--- src/adapter_cfg.svh ---
// Widths and memory-island window for the cluster adapter
// Window end is exclusive and both bounds are byte addresses
// Wide data must be exactly two narrow beats wide
`ifndef ADAPTER_CFG_SVH
`define ADAPTER_CFG_SVH

// Bus widths
`define ADAPTER_ADDR_W        32
`define ADAPTER_WIDE_DATA_W   64
`define ADAPTER_NARROW_DATA_W 32

// ID widths on the cluster and SoC side
`define ADAPTER_CLU_ID_W      6
`define ADAPTER_SOC_ID_W      4

// Memory-island window
`define ADAPTER_MEMISL_START  32'h2000_0000
`define ADAPTER_MEMISL_END    32'h2010_0000

// Byte distance between the two narrow beats
`define ADAPTER_NARROW_STEP   4

`endif

--- src/adapter_pkg.sv ---
// Shared types for the cluster adapter
// Narrow beat 0 is the low half of a wide data word
`include "adapter_cfg.svh"

package adapter_pkg;

  typedef logic [`ADAPTER_ADDR_W-1:0]        addr_t;
  typedef logic [`ADAPTER_CLU_ID_W-1:0]      clu_id_t;
  typedef logic [`ADAPTER_SOC_ID_W-1:0]      soc_id_t;
  typedef logic [`ADAPTER_NARROW_DATA_W-1:0] narrow_beat_t;

  // One wide word, seen whole or as its narrow beats
  typedef union packed {
    logic [`ADAPTER_WIDE_DATA_W-1:0] word;
    narrow_beat_t [`ADAPTER_WIDE_DATA_W/`ADAPTER_NARROW_DATA_W-1:0] beats;
  } wide_data_u;

  // Where a wide request leaves the adapter
  typedef enum logic {
    ROUTE_MEMISL = 1'b0,
    ROUTE_NARROW = 1'b1
  } route_e;

endpackage

--- src/cluster_adapter_top.sv ---
// Cluster wide-request adapter, request issue only and no responses
// Wide port output 2 cycles after a request, narrow beats after 3 and 4
// Narrow-bound requests must be at least 2 cycles apart
`timescale 1ns/100ps
`include "adapter_cfg.svh"

module cluster_adapter_top (
  input  logic                            soc_clk_i,
  input  logic                            arst_n_i,
  input  logic                            bypass_mode_i,
  // From cluster
  input  logic                            req_valid_i,
  input  logic                            req_write_i,
  input  adapter_pkg::addr_t              req_addr_i,
  input  adapter_pkg::clu_id_t            req_id_i,
  input  adapter_pkg::wide_data_u         req_data_i,
  // Memory island
  output logic                            wide_valid_o,
  output logic                            wide_write_o,
  output adapter_pkg::addr_t              wide_addr_o,
  output adapter_pkg::soc_id_t            wide_id_o,
  output logic [`ADAPTER_WIDE_DATA_W-1:0] wide_data_o,
  // Narrow SoC interconnect
  output logic                            narrow_valid_o,
  output logic                            narrow_write_o,
  output adapter_pkg::addr_t              narrow_addr_o,
  output adapter_pkg::soc_id_t            narrow_id_o,
  output adapter_pkg::narrow_beat_t       narrow_data_o,
  output logic                            narrow_last_o
);

  import adapter_pkg::*;

  logic         dec_valid;
  logic         dec_write;
  addr_t        dec_addr;
  clu_id_t      dec_id;
  wide_data_u   dec_data;
  route_e       dec_route;

  logic         beat_valid;
  logic         beat_write;
  addr_t        beat_addr;
  clu_id_t      beat_id;
  narrow_beat_t beat_data;
  logic         beat_last;

  wide_addr_decode i_decode (
    .soc_clk_i    (soc_clk_i),
    .arst_n_i     (arst_n_i),
    .bypass_mode_i(bypass_mode_i),
    .req_valid_i  (req_valid_i),
    .req_write_i  (req_write_i),
    .req_addr_i   (req_addr_i),
    .req_id_i     (req_id_i),
    .req_data_i   (req_data_i),
    .dec_valid_o  (dec_valid),
    .dec_write_o  (dec_write),
    .dec_addr_o   (dec_addr),
    .dec_id_o     (dec_id),
    .dec_data_o   (dec_data),
    .dec_route_o  (dec_route)
  );

  wide_to_narrow_split i_split (
    .soc_clk_i   (soc_clk_i),
    .arst_n_i    (arst_n_i),
    .dec_valid_i (dec_valid),
    .dec_route_i (dec_route),
    .dec_write_i (dec_write),
    .dec_addr_i  (dec_addr),
    .dec_id_i    (dec_id),
    .dec_data_i  (dec_data),
    .beat_valid_o(beat_valid),
    .beat_write_o(beat_write),
    .beat_addr_o (beat_addr),
    .beat_id_o   (beat_id),
    .beat_data_o (beat_data),
    .beat_last_o (beat_last)
  );

  soc_port_stage i_port_stage (
    .soc_clk_i     (soc_clk_i),
    .arst_n_i      (arst_n_i),
    .dec_valid_i   (dec_valid),
    .dec_route_i   (dec_route),
    .dec_write_i   (dec_write),
    .dec_addr_i    (dec_addr),
    .dec_id_i      (dec_id),
    .dec_data_i    (dec_data),
    .beat_valid_i  (beat_valid),
    .beat_write_i  (beat_write),
    .beat_addr_i   (beat_addr),
    .beat_id_i     (beat_id),
    .beat_data_i   (beat_data),
    .beat_last_i   (beat_last),
    .wide_valid_o  (wide_valid_o),
    .wide_write_o  (wide_write_o),
    .wide_addr_o   (wide_addr_o),
    .wide_id_o     (wide_id_o),
    .wide_data_o   (wide_data_o),
    .narrow_valid_o(narrow_valid_o),
    .narrow_write_o(narrow_write_o),
    .narrow_addr_o (narrow_addr_o),
    .narrow_id_o   (narrow_id_o),
    .narrow_data_o (narrow_data_o),
    .narrow_last_o (narrow_last_o)
  );

endmodule

--- src/soc_port_stage.sv ---
// Output registers for the wide and narrow SoC ports
// Cluster IDs are cut to their low bits, so distinct IDs may collide
`timescale 1ns/100ps
`include "adapter_cfg.svh"

module soc_port_stage (
  input  logic                             soc_clk_i,
  input  logic                             arst_n_i,
  // Decoded request, memory-island route only
  input  logic                             dec_valid_i,
  input  adapter_pkg::route_e              dec_route_i,
  input  logic                             dec_write_i,
  input  adapter_pkg::addr_t               dec_addr_i,
  input  adapter_pkg::clu_id_t             dec_id_i,
  input  adapter_pkg::wide_data_u          dec_data_i,
  // Narrow beats from the width converter
  input  logic                             beat_valid_i,
  input  logic                             beat_write_i,
  input  adapter_pkg::addr_t               beat_addr_i,
  input  adapter_pkg::clu_id_t             beat_id_i,
  input  adapter_pkg::narrow_beat_t        beat_data_i,
  input  logic                             beat_last_i,
  // Wide SoC port
  output logic                             wide_valid_o,
  output logic                             wide_write_o,
  output adapter_pkg::addr_t               wide_addr_o,
  output adapter_pkg::soc_id_t             wide_id_o,
  output logic [`ADAPTER_WIDE_DATA_W-1:0]  wide_data_o,
  // Narrow SoC port
  output logic                             narrow_valid_o,
  output logic                             narrow_write_o,
  output adapter_pkg::addr_t               narrow_addr_o,
  output adapter_pkg::soc_id_t             narrow_id_o,
  output adapter_pkg::narrow_beat_t        narrow_data_o,
  output logic                             narrow_last_o
);

  import adapter_pkg::*;

  logic memisl_sel;

  assign memisl_sel = dec_valid_i && (dec_route_i == ROUTE_MEMISL);

  always_ff @(posedge soc_clk_i or negedge arst_n_i) begin
    if (!arst_n_i) begin
      wide_valid_o   <= 1'b0;
      narrow_valid_o <= 1'b0;
      narrow_last_o  <= 1'b0;
    end else begin
      wide_valid_o   <= memisl_sel;
      narrow_valid_o <= beat_valid_i;
      narrow_last_o  <= beat_last_i;
    end
  end

  // Memory island sees offsets from its own base
  always_ff @(posedge soc_clk_i) begin
    if (memisl_sel) begin
      wide_write_o <= dec_write_i;
      wide_addr_o  <= dec_addr_i - addr_t'(`ADAPTER_MEMISL_START);
      wide_id_o    <= dec_id_i[`ADAPTER_SOC_ID_W-1:0];
      wide_data_o  <= dec_data_i.word;
    end
  end

  always_ff @(posedge soc_clk_i) begin
    if (beat_valid_i) begin
      narrow_write_o <= beat_write_i;
      narrow_addr_o  <= beat_addr_i;
      narrow_id_o    <= beat_id_i[`ADAPTER_SOC_ID_W-1:0];
      narrow_data_o  <= beat_data_i;
    end
  end

endmodule

--- src/wide_addr_decode.sv ---
// Request decode stage with one cycle of latency
// Requests are one-cycle strobes and cannot be stalled
`timescale 1ns/100ps
`include "adapter_cfg.svh"

module wide_addr_decode (
  input  logic                    soc_clk_i,
  input  logic                    arst_n_i,
  input  logic                    bypass_mode_i,
  // Incoming wide request
  input  logic                    req_valid_i,
  input  logic                    req_write_i,
  input  adapter_pkg::addr_t      req_addr_i,
  input  adapter_pkg::clu_id_t    req_id_i,
  input  adapter_pkg::wide_data_u req_data_i,
  // Registered request with its route
  output logic                    dec_valid_o,
  output logic                    dec_write_o,
  output adapter_pkg::addr_t      dec_addr_o,
  output adapter_pkg::clu_id_t    dec_id_o,
  output adapter_pkg::wide_data_u dec_data_o,
  output adapter_pkg::route_e     dec_route_o
);

  import adapter_pkg::*;

  logic   in_window;
  route_e route_d;

  // Start is inclusive, end is exclusive
  assign in_window = (req_addr_i >= addr_t'(`ADAPTER_MEMISL_START)) &&
                     (req_addr_i <  addr_t'(`ADAPTER_MEMISL_END));

  // Bypass forces every request onto the narrow port
  assign route_d = (in_window && !bypass_mode_i) ? ROUTE_MEMISL : ROUTE_NARROW;

  always_ff @(posedge soc_clk_i or negedge arst_n_i) begin
    if (!arst_n_i) begin
      dec_valid_o <= 1'b0;
    end else begin
      dec_valid_o <= req_valid_i;
    end
  end

  // Payload only moves with a valid request
  always_ff @(posedge soc_clk_i) begin
    if (req_valid_i) begin
      dec_write_o     <= req_write_i;
      dec_addr_o      <= req_addr_i;
      dec_id_o        <= req_id_i;
      dec_data_o.word <= req_data_i.word;
      dec_route_o     <= route_d;
    end
  end

endmodule

--- src/wide_to_narrow_split.sv ---
// Wide-to-narrow width converter for narrow-routed requests
// Holds one request only, so narrow requests must be two cycles apart
// Beat 0 carries the low data half, beat 1 the high half and last
`timescale 1ns/100ps
`include "adapter_cfg.svh"

module wide_to_narrow_split (
  input  logic                      soc_clk_i,
  input  logic                      arst_n_i,
  // Decoded request
  input  logic                      dec_valid_i,
  input  adapter_pkg::route_e       dec_route_i,
  input  logic                      dec_write_i,
  input  adapter_pkg::addr_t        dec_addr_i,
  input  adapter_pkg::clu_id_t      dec_id_i,
  input  adapter_pkg::wide_data_u   dec_data_i,
  // Narrow beat stream
  output logic                      beat_valid_o,
  output logic                      beat_write_o,
  output adapter_pkg::addr_t        beat_addr_o,
  output adapter_pkg::clu_id_t      beat_id_o,
  output adapter_pkg::narrow_beat_t beat_data_o,
  output logic                      beat_last_o
);

  import adapter_pkg::*;

  logic       load;
  logic       hold_valid_q;
  // Index of the beat currently on the output
  logic       beat_cnt_q;
  logic       hold_write_q;
  addr_t      hold_addr_q;
  clu_id_t    hold_id_q;
  wide_data_u hold_data_q;

  assign load = dec_valid_i && (dec_route_i == ROUTE_NARROW);

  always_ff @(posedge soc_clk_i or negedge arst_n_i) begin
    if (!arst_n_i) begin
      hold_valid_q <= 1'b0;
      beat_cnt_q   <= 1'b0;
    end else if (load) begin
      // A new request may replace the one that is sending its last beat
      hold_valid_q <= 1'b1;
      beat_cnt_q   <= 1'b0;
    end else if (hold_valid_q) begin
      if (beat_cnt_q) begin
        hold_valid_q <= 1'b0;
        beat_cnt_q   <= 1'b0;
      end else begin
        beat_cnt_q <= 1'b1;
      end
    end
  end

  always_ff @(posedge soc_clk_i) begin
    if (load) begin
      hold_write_q <= dec_write_i;
      hold_addr_q  <= dec_addr_i;
      hold_id_q    <= dec_id_i;
      hold_data_q  <= dec_data_i;
    end
  end

  assign beat_valid_o = hold_valid_q;
  assign beat_write_o = hold_write_q;
  assign beat_id_o    = hold_id_q;

  // Second beat goes to the next narrow word
  assign beat_addr_o  = beat_cnt_q ? hold_addr_q + addr_t'(`ADAPTER_NARROW_STEP)
                                   : hold_addr_q;
  assign beat_data_o  = hold_data_q.beats[beat_cnt_q];
  // Counter only reaches beat 1 while a request is held
  assign beat_last_o  = beat_cnt_q;

endmodule
--- config.mk ---
export PLATFORM = sky130hd
export DESIGN_NAME = cluster_adapter_top
export DESIGN_NICKNAME = d
export VERILOG_FILES = /design/src/adapter_pkg.sv /design/src/cluster_adapter_top.sv /design/src/soc_port_stage.sv /design/src/wide_addr_decode.sv /design/src/wide_to_narrow_split.sv
export VERILOG_INCLUDE_DIRS = /design/src
export SDC_FILE = /design/constraint.sdc
export NUM_CORES = 1
export LEC_CHECK = 0
export BUFFER_PORTS_ARGS = -buffer_cell sky130_fd_sc_hd__clkbuf_2
export CAP_MARGIN = 40
export CELL_PAD_IN_SITES_DETAIL_PLACEMENT = 0
export CELL_PAD_IN_SITES_GLOBAL_PLACEMENT = 1
export CORE_ASPECT_RATIO = 0.6
export CORE_MARGIN = 1
export CORE_UTILIZATION = 47
export CTS_BUF_LIST = sky130_fd_sc_hd__clkbuf_8
export CTS_CLUSTER_SIZE = 24
export DETAILED_ROUTE_END_ITERATION = 10
export PLACE_DENSITY_LB_ADDON = 0.1
export SLEW_MARGIN = 20
export SYNTH_ARGS = -nofsm -noshare
export SYNTH_HDL_FRONTEND = slang
export SYNTH_SLANG_ARGS = --single-unit
--- constraint.sdc ---
create_clock -name soc_clk_i -period 12.4 [get_ports soc_clk_i]
set_input_delay 2.48 -clock soc_clk_i [delete_from_list [all_inputs] [get_ports soc_clk_i]]
set_output_delay 2.48 -clock soc_clk_i [all_outputs]
set_load 0.03 [all_outputs]
# ---- Yosys cells after proc, flatten, opt, wreduce, memory -nomap -nowiden
# Cells that the tools add are included.
dict set report op_classes {
  addsub 2
  n_mul 0
  div_mod_pow 0
  n_lt_le_gt_ge 3
  eq_ne 0
  shifts 0
  mux 9
  bitwise 1
  reduce_logical 6
}
# cell count
set ops {}
lappend ops {{32-bit 2-to-1 mux} 3}
lappend ops {{32-bit by 3-bit adder with 32-bit output (second input constant)} 1}
lappend ops {{32-bit by 30-bit greater-or-equal comparator with 1-bit output (second input constant)} 1}
lappend ops {{32-bit by 30-bit less-than comparator with 1-bit output (second input constant)} 1}
lappend ops {{32-bit by 30-bit subtractor with 32-bit output (second input constant)} 1}
lappend ops {{1-bit 2-to-1 mux} 6}
lappend ops {{1-bit logical AND} 4}
lappend ops {{1-bit by 2-bit less-than comparator with 1-bit output (second input constant)} 1}
lappend ops {{2-bit nonzero test} 1}
lappend ops {{1-bit logical NOT} 1}
lappend ops {{1-bit NOT} 1}
dict set report word_totals {
  register_bits 379
  latchBits 0
  ramBits 0
  rom_bits 0
  in_bits 107
  word_cells 44
  n_memories 0
}

# ---- Depth between registers and ports, before layout
dict set report logic_depth {
  ltp_word 4
  depth_mapped 5
  depth_no_buf 5
}

# ---- Hierarchy
# A second synthesis with hierarchy kept.
dict set report hier_totals {
  hier_cells 533
  area_unflattened_um2 12632.1
}
# module instances cells_per_inst area_each_um2 seq_area_each_um2
set modules_own_cells {}
lappend modules_own_cells {soc_port_stage 1 179 5218.8 5180.0}
lappend modules_own_cells {wide_to_narrow_split 1 244 4222.8 3143.0}
lappend modules_own_cells {wide_addr_decode 1 110 3190.6 3148.0}

# ---- Least setup slack after synthesis
# OpenSTA, ideal clock, no wires.
dict set report synth_path {
  path_kind {reg-to-reg}
  start {register i_decode.dec_route_o}
  end {register i_port_stage.wide_valid_o}
  setup_ns 0.598
  t_arrival_ns 4.873
  setup_slack_ns 6.929
  path_stages_with_launch 2
  path_cell_list {edfxtp_1 > nor2b_1}
}
dict set report synth_between {
  elab_chain_cells 2
}
# element line_no
set synth_rtl {}
lappend synth_rtl {{from (decl)} wide_addr_decode.sv:22} ;# output adapter_pkg::route_e dec_route_o
lappend synth_rtl {{from (signal assigned)} wide_addr_decode.sv:52} ;# dec_route_o <= route_d;
lappend synth_rtl {{1-bit NOT} soc_port_stage.sv:42} ;# assign memisl_sel = dec_valid_i && (dec_route_i == ROUTE_MEMISL);
lappend synth_rtl {{1-bit logical AND} soc_port_stage.sv:42}
lappend synth_rtl {{net i_port_stage.memisl_sel} soc_port_stage.sv:40} ;# logic memisl_sel;
lappend synth_rtl {{to (signal assigned)} soc_port_stage.sv:50} ;# wide_valid_o <= memisl_sel;
lappend synth_rtl {{to (decl)} soc_port_stage.sv:24} ;# output logic wide_valid_o,
# The timed path passes the listed nets, and every way through them passes these cells.
# A chain may end at the register's enable or synchronous reset.

# ---- Worst setup path in the final report
dict set report layout_path {
  start {register i_port_stage.wide_addr_o[14]}
  end {output wide_addr_o[14]}
}
# element line_no
set layout_rtl {}
lappend layout_rtl {{from (decl)} soc_port_stage.sv:26} ;# output adapter_pkg::addr_t wide_addr_o,
lappend layout_rtl {{from (signal assigned)} soc_port_stage.sv:60} ;# wide_addr_o <= dec_addr_i - addr_t'(`ADAPTER_MEMISL_START);
lappend layout_rtl {{to (decl)} cluster_adapter_top.sv:20} ;# output adapter_pkg::addr_t wide_addr_o,
# No word-level cell between the ends.

==> key figures <==
Floorplan
  • Core area: 0.0256 mm²
  • IO Pins: 280
  • Initial core utilization: 0.484
  • Die height: roughly 130 µm
  • FP Rows: 45
  • Die width: 212 µm
  • Die Area: 0.0271 mm²

Routing
  • Final WL: between 20000 and 25000 µm
  • Avg WL per Cell: 19.3 µm
  • First drt pass iteration count: 4
  • Final antenna-violating net count: 0
  • Vias post-DR: 5887
  • DR vias/cell: 4.75
  • DRC Markers: 0
  • DR iter-0 viols: roughly 250

Worst setup path
  • Required time worst endpoint: 9.92 ns
  • CP Cell Sequence: clkbuf_2
  • Crit path arrival time: 1.21 ns
  • Critical setup path kind: flip-flop to output pin
  • CP Launch Type: flip-flop
  • CP max stage delay: about 0.42 ns
  • Worst Path Buf+Inv: 1
  • Crit-path max FO: 1
  • Crit-path slowest cell: edfxtp_1
  • Delay-heaviest family, CP: flip-flops
  • Crit end category: output pin

Synth
  • Seq/Total Area, Yosys: 0.915
  • Ys Warns: 0
  • Syn avg cell area: 24.3 µm²
  • Synthesized instance count: 510
  • Syn_nets: 619
  • Area of the mapped netlist: between 0.01 and 0.015 mm²
  • Number of synthesized register bits: 379
  • Netlist cell types: 24

Final layout
  • Area Growth Syn to Fin: 23.2%
  • Util after Layout: 0.597
  • Layout cell share with drive strength beyond 1: 0.439
  • NumNets Final: 953

Timing
  • Max transition margin: 0.452
  • Min Tclk post-route: 3.69 ns
  • Final Hold Vio Count: 0
  • Final slew viol count: 0
  • Period utilization: 0.298
  • Fmax: between 0.2 and 0.3 GHz
  • Setup violators final: 0
  • Least-Margin Pin Slew: 0.822 ns
  • Worst Skew: 0.0139 ns
  • Fin Setup TNS: 0 ns
  • Unrepaired setup endpoints after global routing: no

Clock network
  • CTS Sinks: 379
  • CTS Buffer Depth: 3
  • Total CTS buffers: 53
  • H-tree depth: 2
  • CTS Hold Bufs: 0
  • Postcts setup bufs: 0
  • Reg clk slew, reported paths: ~0.07 ns
  • CTS root buffer: clkbuf_8
  • Clk_lat worst skew: about 0.6 ns
  • CTS tree: yes
  • CTS resizes: 0

Global route
  • GRT Overall Usage: 0.178
  • Initial antenna violation count: 4
  • Vias in the first global route: roughly 6000
  • Largest net degree at the start of global routing: 59
  • First-pass GRT wire length: 35100 µm
  • Global route overflow: 0

Power and ir drop
  • VDD IR-drop max: 0.000112 V
  • Pwr per Cell Area: 197 mW/mm²
  • Leakage: between 5 and 6 nW

Placed design
  • Port Buffers: 277
  • Placed wire-length estimate: 15500 µm
  • RD Place Congestion: between 0.7 and 0.8

Worst hold path
  • Hold Path Class: flip-flop to flip-flop

Run status
  • Status: completed

Job
  • Max_cap viols: 0
==> kinds of logic after synthesis <==
group                    Yosys count  share of synthesized area
AO/OA/AOI/OAI                      1                   0.000605
XOR/XNOR                          31                     0.0219
adder cells (fa/ha/maj)            2                    0.00202
buffers and inverters             11                    0.00363
flip-flops                       379                      0.915
multiplexers                      33                     0.0300
AND/OR/NAND/NOR                   53                     0.0267
==> per-stage QoR <==
step	hold WS, ns	cell area (µm²)	setup slack (ns)	total power [mW]	instances
final	0.410	15300	8.71	3.02	1239
after global routing	0.418	15300	8.65	3.15	1238
after global placement	0.401	14300	8.20	2.16	1138
after floorplan	0.393	12400	6.93	1.99	510
after CTS	0.414	15300	8.66	3.06	1238
after detailed placement	0.406	14300	8.12	2.17	1141
==> synthesized netlist by cell type <==
cell type | number | share of area
ha_1 | 2 | 0.0020
nor4b_1 | 1 | 0.00071
nor2_1 | 5 | 0.0015
and3_2 | 1 | 0.00061
nor4_4 | 2 | 0.0034
nand3_1 | 7 | 0.0028
buf_2 | 3 | 0.0012
and4_1 | 3 | 0.0021
xor2_1 | 6 | 0.0042
clkbuf_1 | 2 | 0.00061
dfrtp_1 | 6 | 0.012
nand4_1 | 11 | 0.0055
nor2b_1 | 1 | 0.00050
nand4_2 | 1 | 0.0010
xnor2_1 | 25 | 0.018
and3_1 | 6 | 0.0030
edfxtp_1 | 373 | 0.90
mux2_2 | 33 | 0.030
nor4_1 | 2 | 0.0010
nor3_1 | 3 | 0.0012
and2_1 | 1 | 0.00050
inv_1 | 6 | 0.0018
a21o_1 | 1 | 0.00061
nand2_1 | 9 | 0.0027
==> registers in the layout, summed over array words and instances, names as in the netlist, 4 cells and up <==
signal	flops
i_split.hold_addr_q	32
i_port_stage.wide_addr_o	32
i_port_stage.wide_id_o	4
i_split.hold_data_q	64
i_port_stage.wide_data_o	64
i_split.beat_id_o	4
i_port_stage.narrow_addr_o	32
i_port_stage.narrow_id_o	4
i_decode.dec_id_o	4
i_decode.dec_addr_o	32
i_port_stage.narrow_data_o	32
i_decode.dec_data_o	64
==> power breakdown <==
group          total [mW]  internal (mW)  switching [mW]
Combinational       0.450          0.129           0.321
Clock               0.879          0.435           0.445
Sequential           1.69           1.61          0.0781
Total                3.02           2.17           0.844
==> path summary, 6_finish.rpt <==
check,start,cells after the start,slack (ns),to
max reg2reg,i_split.beat_last_o$_DFFE_PN0P_,5,9.79,i_port_stage.narrow_addr_o[28]$_DFFE_PP_
min in group asynchronous,arst_n_i,1,1.74,i_decode.dec_valid_o$_DFF_PN0_
min,i_split.beat_id_o[3]$_DFFE_PP_,0,0.41,i_port_stage.narrow_id_o[3]$_DFFE_PP_
max in group asynchronous,arst_n_i,1,10.44,i_split.beat_valid_o$_DFF_PN0_
max,i_port_stage.wide_addr_o[14]$_DFFE_PP_,1,8.71,wide_addr_o[14]
min reg2reg,i_split.beat_id_o[3]$_DFFE_PP_,0,0.41,i_port_stage.narrow_id_o[3]$_DFFE_PP_
==> placed cells by master (no fill, tap or decap), types with 4 or more instances in the layout <==
cell / count
dfrtp_1: 4
clkinv_1: 14
clkbuf_2: 276
xor2_1: 6
buf_4: 5
xnor2_1: 25
edfxtp_1: 373
mux2_2: 33
nand3_1: 7
nor2_1: 5
inv_1: 25
nand2_1: 9
clkbuf_8: 59
and3_1: 6
nand4_1: 11
==> layer usage <==
metal	vias to the layer above	track usage	share of wire
li1	2711	-	-
met1	2922	0.241	0.44
met2	210	0.260	0.45
met3	38	0.0794	0.099
met4	6	0.0529	0.014
met5	-	0	0.0018
==> final cells by class <==
| cell class | count | area, µm² |
|---|---|---|
| flip-flops and latches | 379 | 11400 |
| inverters | 6 | 22.5 |
| clock buffers | 59 | 812 |
| multi-input cells | 120 | 1020 |
| fillers | 1913 | 10300 |
| diodes | 1 | 2.50 |
| repair buffers | 284 | 1480 |
| clock inverters | 38 | 154 |
| well taps | 352 | 440 |
Note: power is estimated with default switching activity, not from simulation.
